`src/common/uart_pkg.sv`:
```
/* Shared constants for the Wishbone UART: frame format, register map and reset values.
   Modules import it in their bodies and use scoped names in their port lists */
package uart_pkg;

    //////////////////////////////
    // Frame format
    //////////////////////////////

    // 8N1 frames, LSB first
    localparam int UART_DATA_BITS = 8;
    // Counter width for the data bit index
    localparam int UART_CNT_WIDTH = $clog2(UART_DATA_BITS);
    // Index of the last data bit in a frame
    localparam logic [UART_CNT_WIDTH-1:0] UART_LAST_BIT = UART_CNT_WIDTH'(UART_DATA_BITS - 1);

    // State encoding shared by the transmit and receive FSMs
    localparam int UART_ST_WIDTH = 2;
    localparam logic [UART_ST_WIDTH-1:0] UART_ST_IDLE  = 2'd0;
    localparam logic [UART_ST_WIDTH-1:0] UART_ST_START = 2'd1;
    localparam logic [UART_ST_WIDTH-1:0] UART_ST_DATA  = 2'd2;
    localparam logic [UART_ST_WIDTH-1:0] UART_ST_STOP  = 2'd3;

    //////////////////////////////
    // Divider
    //////////////////////////////

    localparam int UART_DIV_WIDTH = 32;
    // Bit period in cycles is divider + offset
    localparam logic [UART_DIV_WIDTH-1:0] UART_DIV_OFFSET  = 32'd2;
    // Gives a 3-cycle bit period out of reset
    localparam logic [UART_DIV_WIDTH-1:0] UART_DEFAULT_DIV = 32'd1;

    //////////////////////////////
    // Register map
    //////////////////////////////

    // Address bit 2 picks the word
    localparam logic UART_ADR_SD = 1'b0;
    localparam logic UART_ADR_CD = 1'b1;
    // Status byte bits
    localparam int UART_STAT_RX_VALID = 0;
    localparam int UART_STAT_TX_BUSY  = 1;
    // Data read value with no byte waiting
    localparam logic [UART_DATA_BITS-1:0] UART_RX_EMPTY = 8'hFF;

endpackage

```
`src/uart/uart_baud_timer.sv`:
```
/* Bit-period timer for one UART direction; ticks once per divider+2 cycles.
   A restart with half_i set makes the first tick come after half a period */
`timescale 1ns/100ps

module uart_baud_timer (
    input  logic                              wb_clk_i,
    input  logic                              wb_rst_i,
    input  logic [uart_pkg::UART_DIV_WIDTH-1:0] div_i,
    input  logic                              restart_i,
    input  logic                              half_i,
    output logic                              bit_tick_o
);
    import uart_pkg::*;

    // Remaining cycles in the current period, zero on the last one
    logic [UART_DIV_WIDTH-1:0] cnt_q;
    // Full and half bit period in cycles
    logic [UART_DIV_WIDTH-1:0] period;
    logic [UART_DIV_WIDTH-1:0] half_period;

    assign period      = div_i + UART_DIV_OFFSET;
    // Rounds down, smallest period 2 gives 1
    assign half_period = period >> 1;

    // Tick on the last cycle of each period
    assign bit_tick_o = (cnt_q == '0);

    //////////////////////////////
    // Down-counter
    //////////////////////////////

    always_ff @(posedge wb_clk_i) begin
        if (wb_rst_i) begin
            cnt_q <= '0;
        end else if (restart_i) begin
            // Restart wins over a tick in the same cycle
            if (half_i) begin
                cnt_q <= half_period - 1'b1;
            end else begin
                cnt_q <= period - 1'b1;
            end
        end else if (bit_tick_o) begin
            // Reload so the next bit follows with no gap
            cnt_q <= period - 1'b1;
        end else begin
            cnt_q <= cnt_q - 1'b1;
        end
    end

endmodule

```
`src/uart/uart_tx_fsm.sv`:
```
/* Transmit FSM; sends one 8N1 frame per start pulse, LSB first.
   Drives its own baud timer through timer_restart_o and steps on each bit tick */
`timescale 1ns/100ps

module uart_tx_fsm (
    input  logic                              wb_clk_i,
    input  logic                              wb_rst_i,
    input  logic                              start_i,
    input  logic [uart_pkg::UART_DATA_BITS-1:0] byte_i,
    input  logic                              bit_tick_i,
    output logic                              timer_restart_o,
    output logic                              busy_o,
    output logic                              tx_o
);
    import uart_pkg::*;

    logic [UART_ST_WIDTH-1:0]  state_q;
    // Bits still to send, shifted right
    logic [UART_DATA_BITS-1:0] shift_q;
    // Data bit index
    logic [UART_CNT_WIDTH-1:0] bit_cnt_q;
    // Line level, idle high
    logic                      tx_q;

    // Timer starts together with the start bit
    assign timer_restart_o = (state_q == UART_ST_IDLE) && start_i;
    // High from the start bit through the stop bit
    assign busy_o          = (state_q != UART_ST_IDLE);
    assign tx_o            = tx_q;

    //////////////////////////////
    // Frame sequencing
    //////////////////////////////

    always_ff @(posedge wb_clk_i) begin
        if (wb_rst_i) begin
            state_q   <= UART_ST_IDLE;
            bit_cnt_q <= '0;
            tx_q      <= 1'b1;
        end else begin
            case (state_q)
                UART_ST_IDLE: begin
                    if (start_i) begin
                        // Start bit goes out right away
                        state_q <= UART_ST_START;
                        tx_q    <= 1'b0;
                    end
                end
                UART_ST_START: begin
                    if (bit_tick_i) begin
                        state_q   <= UART_ST_DATA;
                        bit_cnt_q <= '0;
                        tx_q      <= shift_q[0];
                    end
                end
                UART_ST_DATA: begin
                    if (bit_tick_i) begin
                        if (bit_cnt_q == UART_LAST_BIT) begin
                            // Last data bit done, drive the stop bit
                            state_q <= UART_ST_STOP;
                            tx_q    <= 1'b1;
                        end else begin
                            bit_cnt_q <= bit_cnt_q + 1'b1;
                            tx_q      <= shift_q[1];
                        end
                    end
                end
                default: begin
                    // Stop bit, line already high
                    if (bit_tick_i) begin
                        state_q <= UART_ST_IDLE;
                    end
                end
            endcase
        end
    end

    // Shift register, loaded on start, advanced as each data bit begins
    always_ff @(posedge wb_clk_i) begin
        if ((state_q == UART_ST_IDLE) && start_i) begin
            shift_q <= byte_i;
        end else if ((state_q == UART_ST_DATA) && bit_tick_i) begin
            shift_q <= {1'b0, shift_q[UART_DATA_BITS-1:1]};
        end
    end

endmodule

```
`src/uart/uart_rx_fsm.sv`:
```
/* Receive FSM; finds a start bit on rx_i, samples each bit at mid-period and
   pulses done_o with the assembled byte when the stop bit is high */
`timescale 1ns/100ps

module uart_rx_fsm (
    input  logic                              wb_clk_i,
    input  logic                              wb_rst_i,
    input  logic                              rx_i,
    input  logic                              bit_tick_i,
    output logic                              timer_restart_o,
    output logic                              timer_half_o,
    output logic                              done_o,
    output logic [uart_pkg::UART_DATA_BITS-1:0] byte_o
);
    import uart_pkg::*;

    //////////////////////////////
    // Input sync and edge detect
    //////////////////////////////

    // Two-flop synchronizer plus one delayed copy for the edge
    logic rx_meta_q;
    logic rx_sync_q;
    logic rx_prev_q;
    logic rx_fall;

    always_ff @(posedge wb_clk_i) begin
        if (wb_rst_i) begin
            // Idle line is high, so no false edge out of reset
            rx_meta_q <= 1'b1;
            rx_sync_q <= 1'b1;
            rx_prev_q <= 1'b1;
        end else begin
            rx_meta_q <= rx_i;
            rx_sync_q <= rx_meta_q;
            rx_prev_q <= rx_sync_q;
        end
    end

    assign rx_fall = rx_prev_q && !rx_sync_q;

    //////////////////////////////
    // Frame state
    //////////////////////////////

    logic [UART_ST_WIDTH-1:0]  state_q;
    logic [UART_DATA_BITS-1:0] shift_q;
    logic [UART_CNT_WIDTH-1:0] bit_cnt_q;
    logic                      done_q;

    // Half-period restart on the falling edge puts later ticks at mid-bit
    assign timer_restart_o = (state_q == UART_ST_IDLE) && rx_fall;
    assign timer_half_o    = (state_q == UART_ST_IDLE);
    assign done_o          = done_q;
    // Byte is stable from the done pulse until the next frame shifts in
    assign byte_o          = shift_q;

    always_ff @(posedge wb_clk_i) begin
        if (wb_rst_i) begin
            state_q   <= UART_ST_IDLE;
            bit_cnt_q <= '0;
            done_q    <= 1'b0;
        end else begin
            done_q <= 1'b0;
            case (state_q)
                UART_ST_IDLE: begin
                    if (rx_fall) begin
                        state_q <= UART_ST_START;
                    end
                end
                UART_ST_START: begin
                    if (bit_tick_i) begin
                        // Glitch if the line is high again by mid-bit
                        if (!rx_sync_q) begin
                            state_q   <= UART_ST_DATA;
                            bit_cnt_q <= '0;
                        end else begin
                            state_q <= UART_ST_IDLE;
                        end
                    end
                end
                UART_ST_DATA: begin
                    if (bit_tick_i) begin
                        if (bit_cnt_q == UART_LAST_BIT) begin
                            state_q <= UART_ST_STOP;
                        end else begin
                            bit_cnt_q <= bit_cnt_q + 1'b1;
                        end
                    end
                end
                default: begin
                    if (bit_tick_i) begin
                        // Frame with a low stop bit is dropped
                        done_q  <= rx_sync_q;
                        state_q <= UART_ST_IDLE;
                    end
                end
            endcase
        end
    end

    // LSB arrives first, so shift in from the top
    always_ff @(posedge wb_clk_i) begin
        if ((state_q == UART_ST_DATA) && bit_tick_i) begin
            shift_q <= {rx_sync_q, shift_q[UART_DATA_BITS-1:1]};
        end
    end

endmodule

```
`src/uart/uart_wb_regs.sv`:
```
/* Wishbone slave for the UART: data/status word at address 0, divider at address 4.
   Registered single-cycle ack, byte-selected writes, receive buffer with read-clear */
`timescale 1ns/100ps

module uart_wb_regs (
    input  logic                              wb_clk_i,
    input  logic                              wb_rst_i,
    input  logic [2:2]                        wb_adr_i,
    input  logic [31:0]                       wb_dat_i,
    output logic [31:0]                       wb_dat_o,
    input  logic                              wb_we_i,
    input  logic [3:0]                        wb_sel_i,
    input  logic                              wb_stb_i,
    output logic                              wb_ack_o,
    input  logic                              tx_busy_i,
    input  logic                              rx_done_i,
    input  logic [uart_pkg::UART_DATA_BITS-1:0] rx_byte_i,
    output logic                              tx_start_o,
    output logic [uart_pkg::UART_DATA_BITS-1:0] tx_byte_o,
    output logic [uart_pkg::UART_DIV_WIDTH-1:0] div_o
);
    import uart_pkg::*;

    //////////////////////////////
    // Decode
    //////////////////////////////

    logic                      sel_sd;
    logic                      sel_cd;
    // Strobe sampled once per access, the ack cycle is not a new one
    logic                      access;
    logic [3:0]                div_we;
    logic                      data_we;
    logic                      data_re;

    assign sel_sd  = (wb_adr_i == UART_ADR_SD);
    assign sel_cd  = (wb_adr_i == UART_ADR_CD);
    assign access  = wb_stb_i && !wb_ack_o;
    assign div_we  = (sel_cd && access && wb_we_i) ? wb_sel_i : 4'b0000;
    assign data_we = sel_sd && access && wb_we_i && wb_sel_i[0];
    assign data_re = sel_sd && access && !wb_we_i && wb_sel_i[0];

    // Ack one cycle after the strobe and never twice in a row
    always_ff @(posedge wb_clk_i) begin
        if (wb_rst_i) begin
            wb_ack_o <= 1'b0;
        end else begin
            wb_ack_o <= wb_stb_i && !wb_ack_o;
        end
    end

    //////////////////////////////
    // Divider
    //////////////////////////////

    logic [UART_DIV_WIDTH-1:0] div_q;

    always_ff @(posedge wb_clk_i) begin
        if (wb_rst_i) begin
            div_q <= UART_DEFAULT_DIV;
        end else begin
            for (int i = 0; i < 4; i++) begin
                if (div_we[i]) begin
                    div_q[8*i +: 8] <= wb_dat_i[8*i +: 8];
                end
            end
        end
    end

    assign div_o = div_q;

    //////////////////////////////
    // Transmit request
    //////////////////////////////

    // Write while busy is dropped, software polls tx_busy first
    always_ff @(posedge wb_clk_i) begin
        if (wb_rst_i) begin
            tx_start_o <= 1'b0;
        end else begin
            tx_start_o <= data_we && !tx_busy_i;
        end
    end

    always_ff @(posedge wb_clk_i) begin
        if (data_we && !tx_busy_i) begin
            tx_byte_o <= wb_dat_i[UART_DATA_BITS-1:0];
        end
    end

    //////////////////////////////
    // Receive buffer
    //////////////////////////////

    logic [UART_DATA_BITS-1:0] rx_buf_q;
    logic                      rx_valid_q;
    // Read seen in the ack cycle, clears on the edge after
    logic                      rd_clr_q;

    always_ff @(posedge wb_clk_i) begin
        if (wb_rst_i) begin
            rd_clr_q   <= 1'b0;
            rx_valid_q <= 1'b0;
        end else begin
            rd_clr_q <= data_re;
            if (rd_clr_q) begin
                rx_valid_q <= 1'b0;
            end
            // A new byte wins over the clear and overwrites an unread one
            if (rx_done_i) begin
                rx_valid_q <= 1'b1;
            end
        end
    end

    always_ff @(posedge wb_clk_i) begin
        if (rx_done_i) begin
            rx_buf_q <= rx_byte_i;
        end
    end

    //////////////////////////////
    // Read mux
    //////////////////////////////

    logic [7:0]                status;
    logic [UART_DATA_BITS-1:0] rd_data;

    always_comb begin
        status                     = 8'h00;
        status[UART_STAT_RX_VALID] = rx_valid_q;
        status[UART_STAT_TX_BUSY]  = tx_busy_i;
    end

    assign rd_data  = rx_valid_q ? rx_buf_q : UART_RX_EMPTY;
    // Data in byte 0, status in byte 1
    assign wb_dat_o = sel_cd ? div_q : {16'h0000, status, rd_data};

endmodule

```
`src/uart_wb_top.sv`:
```
/* Top level of the Wishbone UART; wires the register block to the transmit and
   receive FSMs and their baud timers */
`timescale 1ns/100ps

module uart_wb_top (
    input  logic        wb_clk_i,
    input  logic        wb_rst_i,
    input  logic [2:2]  wb_adr_i,
    input  logic [31:0] wb_dat_i,
    output logic [31:0] wb_dat_o,
    input  logic        wb_we_i,
    input  logic [3:0]  wb_sel_i,
    input  logic        wb_stb_i,
    output logic        wb_ack_o,
    input  logic        rx_i,
    output logic        tx_o
);
    import uart_pkg::*;

    // Register block to transmitter
    logic                      tx_start;
    logic [UART_DATA_BITS-1:0] tx_byte;
    logic                      tx_busy;
    // Receiver to register block
    logic                      rx_done;
    logic [UART_DATA_BITS-1:0] rx_byte;
    // Divider shared by both timers
    logic [UART_DIV_WIDTH-1:0] div;
    // Timer handshakes
    logic                      tx_restart;
    logic                      tx_tick;
    logic                      rx_restart;
    logic                      rx_half;
    logic                      rx_tick;

    uart_wb_regs regs (
        .wb_clk_i   (wb_clk_i),
        .wb_rst_i   (wb_rst_i),
        .wb_adr_i   (wb_adr_i),
        .wb_dat_i   (wb_dat_i),
        .wb_dat_o   (wb_dat_o),
        .wb_we_i    (wb_we_i),
        .wb_sel_i   (wb_sel_i),
        .wb_stb_i   (wb_stb_i),
        .wb_ack_o   (wb_ack_o),
        .tx_busy_i  (tx_busy),
        .rx_done_i  (rx_done),
        .rx_byte_i  (rx_byte),
        .tx_start_o (tx_start),
        .tx_byte_o  (tx_byte),
        .div_o      (div)
    );

    //////////////////////////////
    // Transmit path
    //////////////////////////////

    // Transmitter always restarts at a full period
    uart_baud_timer tx_timer (
        .wb_clk_i   (wb_clk_i),
        .wb_rst_i   (wb_rst_i),
        .div_i      (div),
        .restart_i  (tx_restart),
        .half_i     (1'b0),
        .bit_tick_o (tx_tick)
    );

    uart_tx_fsm tx_fsm (
        .wb_clk_i        (wb_clk_i),
        .wb_rst_i        (wb_rst_i),
        .start_i         (tx_start),
        .byte_i          (tx_byte),
        .bit_tick_i      (tx_tick),
        .timer_restart_o (tx_restart),
        .busy_o          (tx_busy),
        .tx_o            (tx_o)
    );

    //////////////////////////////
    // Receive path
    //////////////////////////////

    uart_baud_timer rx_timer (
        .wb_clk_i   (wb_clk_i),
        .wb_rst_i   (wb_rst_i),
        .div_i      (div),
        .restart_i  (rx_restart),
        .half_i     (rx_half),
        .bit_tick_o (rx_tick)
    );

    uart_rx_fsm rx_fsm (
        .wb_clk_i        (wb_clk_i),
        .wb_rst_i        (wb_rst_i),
        .rx_i            (rx_i),
        .bit_tick_i      (rx_tick),
        .timer_restart_o (rx_restart),
        .timer_half_o    (rx_half),
        .done_o          (rx_done),
        .byte_o          (rx_byte)
    );

endmodule

```
`config.mk`:
```
export PLATFORM = sky130hd
export DESIGN_NAME = uart_wb_top
export DESIGN_NICKNAME = d
export VERILOG_FILES = /design/src/common/uart_pkg.sv /design/src/uart/uart_baud_timer.sv /design/src/uart/uart_tx_fsm.sv /design/src/uart/uart_rx_fsm.sv /design/src/uart/uart_wb_regs.sv /design/src/uart_wb_top.sv
export SDC_FILE = /design/constraint.sdc
export NUM_CORES = 1
export LEC_CHECK = 0
export BUFFER_PORTS_ARGS = -buffer_cell sky130_fd_sc_hd__buf_2
export CELL_PAD_IN_SITES_DETAIL_PLACEMENT = 1
export CELL_PAD_IN_SITES_GLOBAL_PLACEMENT = 1
export CORE_ASPECT_RATIO = 0.75
export CORE_MARGIN = 5
export CORE_UTILIZATION = 25
export CTS_CLUSTER_SIZE = 8
export DETAILED_ROUTE_END_ITERATION = 6
export PLACE_DENSITY_LB_ADDON = 0.1
export SLEW_MARGIN = 20
export SYNTH_ARGS = -nofsm -noshare
export SYNTH_HDL_FRONTEND = slang
export SYNTH_HIERARCHICAL = 1
export SYNTH_SLANG_ARGS = --single-unit
export TNS_END_PERCENT = 10
```
`constraint.sdc`:
```
create_clock -name wb_clk_i -period 3.09 [get_ports wb_clk_i]
set_input_delay 0.309 -clock wb_clk_i [delete_from_list [all_inputs] [get_ports wb_clk_i]]
set_output_delay 0.309 -clock wb_clk_i [all_outputs]
set_load 0.01 [all_outputs]
```
==> impl_metrics.xml, run 1 <==
<?xml version="1.0" encoding="UTF-8"?>
<metrics>
  <group name="status">
    <metric name="status" unit="">complete, no violations</metric>
  </group>
  <group name="placement">
    <metric name="port_buffers" unit="">75</metric>
    <metric name="dp.final_hpwl" unit="um">39900</metric>
    <metric name="pre_cts_ws" unit="ns">-0.178</metric>
    <metric name="dp.cells" unit="">2455</metric>
    <metric name="gpl_wtd_cong" unit="">0.805</metric>
  </group>
  <group name="yosys">
    <metric name="commonest_cells_post_synth" unit="">157 x nor2_1, 118 x xnor2_1, 115 x dfxtp_1</metric>
    <metric name="synth_cell_types" unit="">86</metric>
    <metric name="synthesis.area_per_instance" unit="um^2">7.86</metric>
    <metric name="synth.area.top_cells" unit="">dfxtp_1 18%, xnor2_1 8.2%, edfxtp_1 7.6%</metric>
    <metric name="synth_warnings" unit="">6</metric>
    <metric name="post_synth_xor_area_fraction" unit="">0.148</metric>
    <metric name="dominant_combinational_cell_family_by_area_after_synthesis" unit="">simple AND/OR/NAND/NOR gates</metric>
    <metric name="post_synth_mux_area_share" unit="">0.0242</metric>
    <metric name="synth_enable_flop_cells" unit="">32</metric>
    <metric name="post-synth-top-area-cell" unit="">dfxtp_1</metric>
    <metric name="ys_ff_latch" unit="">147</metric>
    <metric name="syn-num-nets" unit="">1670</metric>
    <metric name="post_synth_fa_ha_maj_area_fraction" unit="">0.0188</metric>
    <metric name="postSynth.asyncResetShare" unit="">0</metric>
    <metric name="post_synth_and_or_nand_nor_area_fraction" unit="">0.326</metric>
    <metric name="syn-instance-count" unit="">1609</metric>
    <metric name="most_instantiated_library_cell_after_synthesis" unit="">nor2_1</metric>
    <metric name="synthesis.area" unit="um^2">12600</metric>
    <metric name="yosys.area.top_type_share" unit="">0.182</metric>
    <metric name="synth_top_flop_cell" unit="">dfxtp_1</metric>
    <metric name="synth_compound_gate_area_share" unit="">0.174</metric>
    <metric name="synth_sequential_area_ratio" unit="">0.258</metric>
  </group>
  <group name="power">
    <metric name="power_switching_share" unit="">0.415</metric>
    <metric name="design_power_total" unit="mW">8.49</metric>
    <metric name="total_switching_power" unit="mW">3.52</metric>
    <metric name="irDropWorstVdd" unit="V">0.000388</metric>
    <metric name="share_clk_of_total_power" unit="">0.262</metric>
    <metric name="pwr-share-comb" unit="">0.440</metric>
    <metric name="p_seq_frac" unit="">0.298</metric>
    <metric name="static-leakage-power" unit="nW">6.23</metric>
    <metric name="power.internal" unit="mW">4.97</metric>
    <metric name="power-per-cell-area" unit="nW/um^2">523</metric>
  </group>
  <group name="worst_setup_path">
    <metric name="worstPathRequired" unit="ns">3.45</metric>
    <metric name="count_of_cells_along_the_worst_register_to_register_path" unit="">10</metric>
    <metric name="kind_of_capture_point_of_the_worst_setup_path" unit="">flop</metric>
    <metric name="timing.critical_path.from_type" unit="">flop</metric>
    <metric name="crit_fanout" unit="">6</metric>
    <metric name="worst-endpoint-arrival" unit="ns">3.34</metric>
    <metric name="timing_worst_setup_path_type" unit="">flop to flop</metric>
  </group>
  <group name="sta">
    <metric name="fin_crit_period" unit="ns">2.98</metric>
    <metric name="post-route-period-util" unit="">0.965</metric>
    <metric name="setup_violations" unit="">0</metric>
    <metric name="timing.max_slew.rel_slack" unit="">0.436</metric>
    <metric name="whs" unit="ns">0.0488</metric>
    <metric name="final-hold-violation-count" unit="">0</metric>
    <metric name="rsz_0062_raised_after_global_routing" unit="">yes</metric>
    <metric name="worst_pin_slew" unit="ns">0.842</metric>
    <metric name="final_max_slew_viol_count" unit="">0</metric>
    <metric name="setup_slack" unit="ns">0.109</metric>
    <metric name="achievable-frequency" unit="MHz">336</metric>
    <metric name="fin_skew" unit="ns">0.00918</metric>
  </group>
  <group name="routing">
    <metric name="drc" unit="">0</metric>
    <metric name="postRouteAntennaNets" unit="">0</metric>
    <metric name="drt-total-wl" unit="um">49800</metric>
    <metric name="drtPass1Iterations" unit="">5</metric>
    <metric name="vias_per_cell" unit="">5.12</metric>
    <metric name="initialDrtViolationCount" unit="">720</metric>
    <metric name="routed_wire_length_per_instance" unit="um">19.9</metric>
    <metric name="via_count" unit="">12795</metric>
  </group>
  <group name="clock_tree">
    <metric name="tritoncts" unit="">done</metric>
    <metric name="h-tree-depth" unit="">4</metric>
    <metric name="cts.root.buffer_cell" unit="">clkbuf_16</metric>
    <metric name="sinks_on_the_clock_net" unit="">147</metric>
    <metric name="clkTransAtPathRegs" unit="ns">0.07</metric>
    <metric name="cts.path.max_buffers" unit="">2</metric>
    <metric name="clock_insertion_delay_at_the_later_pin_of_the_skew_report" unit="ns">0.47</metric>
    <metric name="cts_made_buffers" unit="">17</metric>
  </group>
  <group name="floorplanning">
    <metric name="num_rows" unit="">71</metric>
    <metric name="die-area" unit="um^2">55200</metric>
    <metric name="core_area" unit="um^2">50100</metric>
    <metric name="pin_count" unit="">76</metric>
    <metric name="die_h" unit="um">205</metric>
    <metric name="floorplan.initialDensity" unit="">0.252</metric>
    <metric name="die_w" unit="um">270</metric>
  </group>
  <group name="job">
    <metric name="drv_cap" unit="">0</metric>
  </group>
  <group name="global_routing">
    <metric name="grt_max_degree" unit="">92</metric>
    <metric name="global_route.usage.total" unit="">0.178</metric>
    <metric name="grt.overflow.total" unit="">0</metric>
    <metric name="grt_pass1_wl" unit="um">77400</metric>
    <metric name="first_global_vias" unit="">13167</metric>
    <metric name="antenna_found_initial" unit="">1</metric>
  </group>
  <group name="finish">
    <metric name="antenna_cells_inserted" unit="">0</metric>
    <metric name="final_cells" unit="">2500</metric>
    <metric name="post_route_cells_drive_above_1_share" unit="">0.254</metric>
    <metric name="area_growth" unit="%">28.5</metric>
    <metric name="final_core_utilization" unit="">0.324</metric>
    <metric name="final_nets" unit="">1891</metric>
  </group>
  <group name="min_path">
    <metric name="hold_path_class" unit="">input port to flop</metric>
    <metric name="whs_path_cells" unit="">1</metric>
  </group>
</metrics>
## sequential cells by signal, indices dropped and copies added, names as in the netlist
name / flops
regs/div_o: 32
rx_timer/cnt_q: 32
tx_timer/cnt_q: 32
regs/rx_buf_q: 8
regs/tx_byte_o: 8
rx_fsm/byte_o: 8
tx_fsm/shift_q: 8
rx_fsm/bit_cnt_q: 3
tx_fsm/bit_cnt_q: 3
rx_fsm/state_q: 2
tx_fsm/state_q: 2
regs/rd_clr_q: 1
regs/rx_valid_q: 1
regs/tx_start_o: 1
regs/wb_ack_o: 1
rx_fsm/done_o: 1
rx_fsm/rx_meta_q: 1
rx_fsm/rx_prev_q: 1
rx_fsm/rx_sync_q: 1
tx_fsm/tx_o: 1
## power groups by stage
stage               sequential, mW  combinational, mW  clock, mW
floorplan                     2.48               2.31          0
global placement              2.57               3.63          0
detailed placement            2.58               3.68          0
CTS                           2.54               3.71       2.32
global route                  2.58               4.13       2.39
finish                        2.53               3.74       2.22
## critical path, stage by stage, from the launching register on
cell and delay (ns):
dfxtp_2 0.35, buf_12 0.11, buf_4 0.13, nand4_4 0.08, or4_4 0.58, or4_4 0.52, a21oi_4 0.23, and4_1 0.32
nand4_1 0.14, a31o_1 0.23, a22o_1 0.18
## per-layer routing
layer / track usage / vias up / wire, um
met1: 0.285 / 6304 / 28500
met2: 0.248 / 179 / 19400
li1: - / 6295 / -
met4: 0.0298 / 0 / 329
met3: 0.0287 / 17 / 1590
met5: 0 / - / 0
## cell families (layout without fill, tap and decap cells)
kind of cell | after synthesis | after routing
muxes | 29 | 29
other | 1 | 1
xor gates and xnor gates | 214 | 214
AOI/OAI and AO/OA | 324 | 324
DFF | 147 | 147
buffers and inverters | 143 | 377
and+or+nand+nor | 732 | 732
adders and majority gates | 19 | 19
## repair_timing
action,CTS,global route
setup buffers,0,10
hold buffers,3,0
endpoints found under the hold margin,3,0
gates resized for setup,13,80
setup endpoints to repair,14,35
pin swaps,2,20
## cell type report
class | count | area (um^2)
clock buffer | 17 | 425
clock inverter | 15 | 165
fill | 6052 | 33900
inverter | 31 | 116
multi-input combinational | 1319 | 9120
sequential | 147 | 3290
tap | 657 | 822
timing repair buffer | 314 | 2310
## path summary, 6_finish.rpt
check                               from  slack [ns]                             to
max           regs/div_o[9]$_SDFFE_PP0P_        0.11  rx_timer/cnt_q[31]$_SDFF_PP0_
min                          wb_dat_i[5]        0.05    regs/tx_byte_o[5]$_DFFE_PP_
max reg2reg   regs/div_o[9]$_SDFFE_PP0P_        0.11  rx_timer/cnt_q[31]$_SDFF_PP0_
min reg2reg  rx_fsm/rx_meta_q$_SDFF_PP1_        0.41    rx_fsm/rx_sync_q$_SDFF_PP1_
## stage by stage
step	cell area, um^2	setup TNS (ns)
after CTS	15800	-0.0157
final	16200	0
after floorplan	12700	0
after detailed placement	15200	-0.670
after global placement	15200	-0.129
after global routing	16200	-0.224
## placed cells by master, fill, tap and decap left out, drive strengths merged, types with 44 or more instances in the layout
master	instances
buf	311
dfxtp	115
nand3	78
nor3	63
a21oi	71
and2	44
nor2	157
nand2	110
nand2b	49
xor2	96
o21ai	80
xnor2	118
Power figures use the tool's default switching activity.
==> inputs of run 2 (changes only) <==
ABC_AREA = 1   (was unset)
clock period = 2.8 ns   (was 3.09 ns; I/O delays follow)
==> impl_metrics.xml, run 2 <==
<?xml version="1.0" encoding="UTF-8"?>
<metrics>
  <group name="min_path">
    <metric name="holdCritStartpoint" unit="">wb_we_i</metric>
    <metric name="timing.hold.worst_endpoint" unit="">regs/rd_clr_q$_SDFF_PP0_</metric>
    <metric name="whs_path_cells" unit="">2</metric>
    <metric name="hold_path_class" unit="">input port to flop</metric>
  </group>
  <group name="clock_tree">
    <metric name="h-tree-depth" unit="">4</metric>
    <metric name="clkTransAtPathRegs" unit="ns">0.08</metric>
    <metric name="cts_made_buffers" unit="">17</metric>
    <metric name="sinks_on_the_clock_net" unit="">147</metric>
    <metric name="tritoncts" unit="">done</metric>
    <metric name="clock_insertion_delay_at_the_later_pin_of_the_skew_report" unit="ns">0.49</metric>
    <metric name="cts.path.max_buffers" unit="">2</metric>
    <metric name="cts.root.buffer_cell" unit="">clkbuf_16</metric>
  </group>
  <group name="global_routing">
    <metric name="global_route.usage.total" unit="">0.205</metric>
    <metric name="first_global_vias" unit="">17508</metric>
    <metric name="grt.overflow.total" unit="">0</metric>
    <metric name="grt_max_degree" unit="">42</metric>
    <metric name="antenna_found_initial" unit="">0</metric>
    <metric name="grt_pass1_wl" unit="um">104000</metric>
  </group>
  <group name="floorplanning">
    <metric name="die_w" unit="um">294</metric>
    <metric name="pin_count" unit="">76</metric>
    <metric name="floorplan.initialDensity" unit="">0.251</metric>
    <metric name="core_area" unit="um^2">60100</metric>
    <metric name="die-area" unit="um^2">65500</metric>
    <metric name="die_h" unit="um">223</metric>
    <metric name="num_rows" unit="">78</metric>
  </group>
  <group name="power">
    <metric name="design_power_total" unit="mW">12.6</metric>
    <metric name="power-per-cell-area" unit="nW/um^2">665</metric>
    <metric name="irDropWorstVdd" unit="V">0.000350</metric>
    <metric name="static-leakage-power" unit="nW">8.95</metric>
  </group>
  <group name="routing">
    <metric name="drc" unit="">0</metric>
    <metric name="vias_per_cell" unit="">4.76</metric>
    <metric name="drt-total-wl" unit="um">68500</metric>
    <metric name="postRouteAntennaNets" unit="">0</metric>
    <metric name="routed_wire_length_per_instance" unit="um">18.7</metric>
    <metric name="drtPass1Iterations" unit="">5</metric>
    <metric name="initialDrtViolationCount" unit="">1157</metric>
    <metric name="via_count" unit="">17407</metric>
  </group>
  <group name="yosys">
    <metric name="synth_warnings" unit="">6</metric>
    <metric name="yosys.area.top_type_share" unit="">0.188</metric>
    <metric name="most_instantiated_library_cell_after_synthesis" unit="">nand2_1</metric>
    <metric name="post-synth-top-area-cell" unit="">nand2_1</metric>
    <metric name="postSynth.asyncResetShare" unit="">0</metric>
    <metric name="commonest_cells_post_synth" unit="">757 x nand2_1, 324 x inv_1, 311 x nor2_1</metric>
    <metric name="synth_sequential_area_ratio" unit="">0.216</metric>
    <metric name="synth.area.top_cells" unit="">nand2_1 19%, dfxtp_1 15%, inv_1 8.0%</metric>
    <metric name="synthesis.area" unit="um^2">15100</metric>
    <metric name="synth_enable_flop_cells" unit="">32</metric>
    <metric name="synthesis.area_per_instance" unit="um^2">5.89</metric>
    <metric name="synth_top_flop_cell" unit="">dfxtp_1</metric>
    <metric name="ys_ff_latch" unit="">147</metric>
    <metric name="syn-instance-count" unit="">2566</metric>
    <metric name="synth_cell_types" unit="">46</metric>
  </group>
  <group name="worst_setup_path">
    <metric name="timing_worst_setup_path_type" unit="">flop to flop</metric>
    <metric name="worstPathRequired" unit="ns">3.22</metric>
    <metric name="kind_of_capture_point_of_the_worst_setup_path" unit="">flop</metric>
    <metric name="crit-reg2reg-launch" unit="">regs/div_o[2]$_SDFFE_PP0P_</metric>
    <metric name="cp_slowest_stage_delay" unit="ns">0.38</metric>
    <metric name="reg2reg_slack" unit="ns">0.06</metric>
    <metric name="worst_path_max_delay_cell" unit="">dfxtp_2</metric>
    <metric name="critical_path.most_common_cell" unit="">nand2_2</metric>
    <metric name="timing.critical_path.from_type" unit="">flop</metric>
    <metric name="cp_cell_sequence" unit="">ha_2 &gt; nand2_2 &gt; nor2_4 &gt; nand2_2 &gt; nor2_4 &gt; inv_2 &gt; nand2_1 &gt; nand2_2 &gt; nor2_2 &gt; nand2_2 &gt; nor2_4 &gt; nand2_1 &gt; nor2_1 &gt; nor2_2 &gt; nand2_1 &gt; nand3_1 &gt; a21oi_1</metric>
    <metric name="worst-path-buf-inv" unit="">1</metric>
    <metric name="count_of_cells_along_the_worst_register_to_register_path" unit="">17</metric>
    <metric name="r2r-end" unit="">rx_timer/cnt_q[22]$_SDFF_PP0_</metric>
    <metric name="worst-endpoint-arrival" unit="ns">3.16</metric>
    <metric name="critPathTopFamily" unit="">simple AND/OR/NAND/NOR gates</metric>
    <metric name="crit_fanout" unit="">7</metric>
  </group>
  <group name="finish">
    <metric name="antenna_cells_inserted" unit="">0</metric>
    <metric name="layout.cells.most_common" unit="">nand2_1</metric>
    <metric name="post_route_cells_drive_above_1_share" unit="">0.256</metric>
    <metric name="mostFrequentLayoutCells" unit="">742 x nand2_1, 324 x inv_1, 279 x nor2_1, 236 x nand3_1, 224 x buf_4</metric>
    <metric name="layout.cell_area.non_filler" unit="um^2">18900</metric>
    <metric name="final_nets" unit="">2902</metric>
    <metric name="area_growth" unit="%">25.2</metric>
  </group>
  <group name="sta">
    <metric name="worst_pin_slew" unit="ns">0.810</metric>
    <metric name="whs" unit="ns">0.0904</metric>
    <metric name="achievable-frequency" unit="MHz">365</metric>
    <metric name="rsz_0062_raised_after_global_routing" unit="">yes</metric>
    <metric name="fin_crit_period" unit="ns">2.74</metric>
    <metric name="post-route-period-util" unit="">0.977</metric>
    <metric name="timing.max_slew.rel_slack" unit="">0.460</metric>
    <metric name="fin_skew" unit="ns">0.0109</metric>
    <metric name="setup_violations" unit="">0</metric>
    <metric name="final_max_slew_viol_count" unit="">0</metric>
    <metric name="final-hold-violation-count" unit="">0</metric>
  </group>
  <group name="status">
    <metric name="status" unit="">complete, no violations</metric>
  </group>
  <group name="placement">
    <metric name="port_buffers" unit="">75</metric>
    <metric name="dp.final_hpwl" unit="um">57800</metric>
    <metric name="placedInstanceArea" unit="um^2">17800</metric>
    <metric name="gpl_wtd_cong" unit="">0.912</metric>
  </group>
  <group name="job">
    <metric name="drv_cap" unit="">0</metric>
  </group>
</metrics>
==> run 2: cell types whose count changed in the layout (fill, tap and decap cells not counted), moves of 97 or more <==
| cell | delta |
|---|---|
| nand2_2 | +99 |
| inv_1 | +293 |
| nand3_1 | +163 |
| nor2_1 | +126 |
| xnor2_1 | -97 |
| nand2_1 | +633 |
==> run 2: cell families (layout without fill, tap and decap cells) <==
kind of cell | count (synthesis) | count (layout) | share of synthesized area
buffers and inverters | 433 | 720 | 0.116
AOI/OAI and AO/OA | 232 | 232 | 0.0866
and+or+nand+nor | 1644 | 1644 | 0.513
adders and majority gates | 19 | 19 | 0.0157
other | 1 | 2 | 0.000248
DFF | 147 | 147 | 0.216
xor gates and xnor gates | 90 | 90 | 0.0522
==> run 2: worst register-to-register path, stage by stage (launching register included) <==
cell and delay [ns]:
dfxtp_2 0.38, ha_2 0.25, nand2_2 0.11, nor2_4 0.18, nand2_2 0.14, nor2_4 0.19, inv_2 0.05, nand2_1 0.07
nand2_2 0.12, nor2_2 0.21, nand2_2 0.14, nor2_4 0.24, nand2_1 0.09, nor2_1 0.13, nor2_2 0.07, nand2_1 0.06
nand3_1 0.09, a21oi_1 0.16
==> run 2: where the power goes <==
group	switching (mW)	internal [mW]
sequential	0.459	2.60
combinational	4.44	2.43
clock	1.19	1.45
total	6.09	6.48
==> run 2: per-stage QoR <==
stage	instances	worst slack (ns)	utilization	TNS, ns
2_1_floorplan	2567	0.393	-	0
3_3_place_gp	3608	-0.306	0.297	-3.80
3_5_place_dp	3608	-0.250	0.297	-3.56
4_1_cts	3649	-0.00812	0.309	-0.00812
5_1_grt	3654	-0.0475	0.315	-0.132
6_report	3654	0.0638	0.315	0
==> run 2: routing by layer <==
metal,GRT usage,share of wire,vias up
met5,0,0,-
met4,0.0375,0.0095,0
met2,0.275,0.38,354
li1,-,-,8607
met3,0.0305,0.055,31
met1,0.338,0.55,8415
==> run 2: what timing repair did <==
item | 4_1_cts | 5_1_grt
hold buffers | 9 | 0
resized for setup | 16 | 92
endpoints found under the hold margin | 9 | 0
buffers inserted | 0 | 5
pin swaps | 0 | 10
gates cloned | 0 | 0
endpoints found under the setup margin | 36 | 36
==> run 2: final cells by class <==
class	count	area, um^2
multi-input cells	1987	10400
clock buffers	17	425
clock inverters	15	209
fillers	7924	41200
well taps	800	1000
inverters	377	1420
repair buffers	311	2200
flip-flops and latches	147	3310
==> run 2: worst max path at each step <==
stage / depth (start not counted) / from / slack (ns) / end
final: 17 / regs/div_o[2]$_SDFFE_PP0P_ / 0.06 / rx_timer/cnt_q[22]$_SDFF_PP0_
after floorplan: 14 / regs/div_o[2]$_SDFFE_PP0P_ / 0.39 / rx_timer/cnt_q[19]$_SDFF_PP0_
after detailed placement: 17 / regs/div_o[8]$_SDFFE_PP0P_ / -0.25 / tx_timer/cnt_q[21]$_SDFF_PP0_
after global routing: 15 / regs/div_o[9]$_SDFFE_PP0P_ / -0.05 / rx_timer/cnt_q[25]$_SDFF_PP0_
after CTS: 17 / regs/div_o[9]$_SDFFE_PP0P_ / -0.008 / tx_timer/cnt_q[21]$_SDFF_PP0_
after global placement: 17 / regs/div_o[8]$_SDFFE_PP0P_ / -0.31 / tx_timer/cnt_q[21]$_SDFF_PP0_
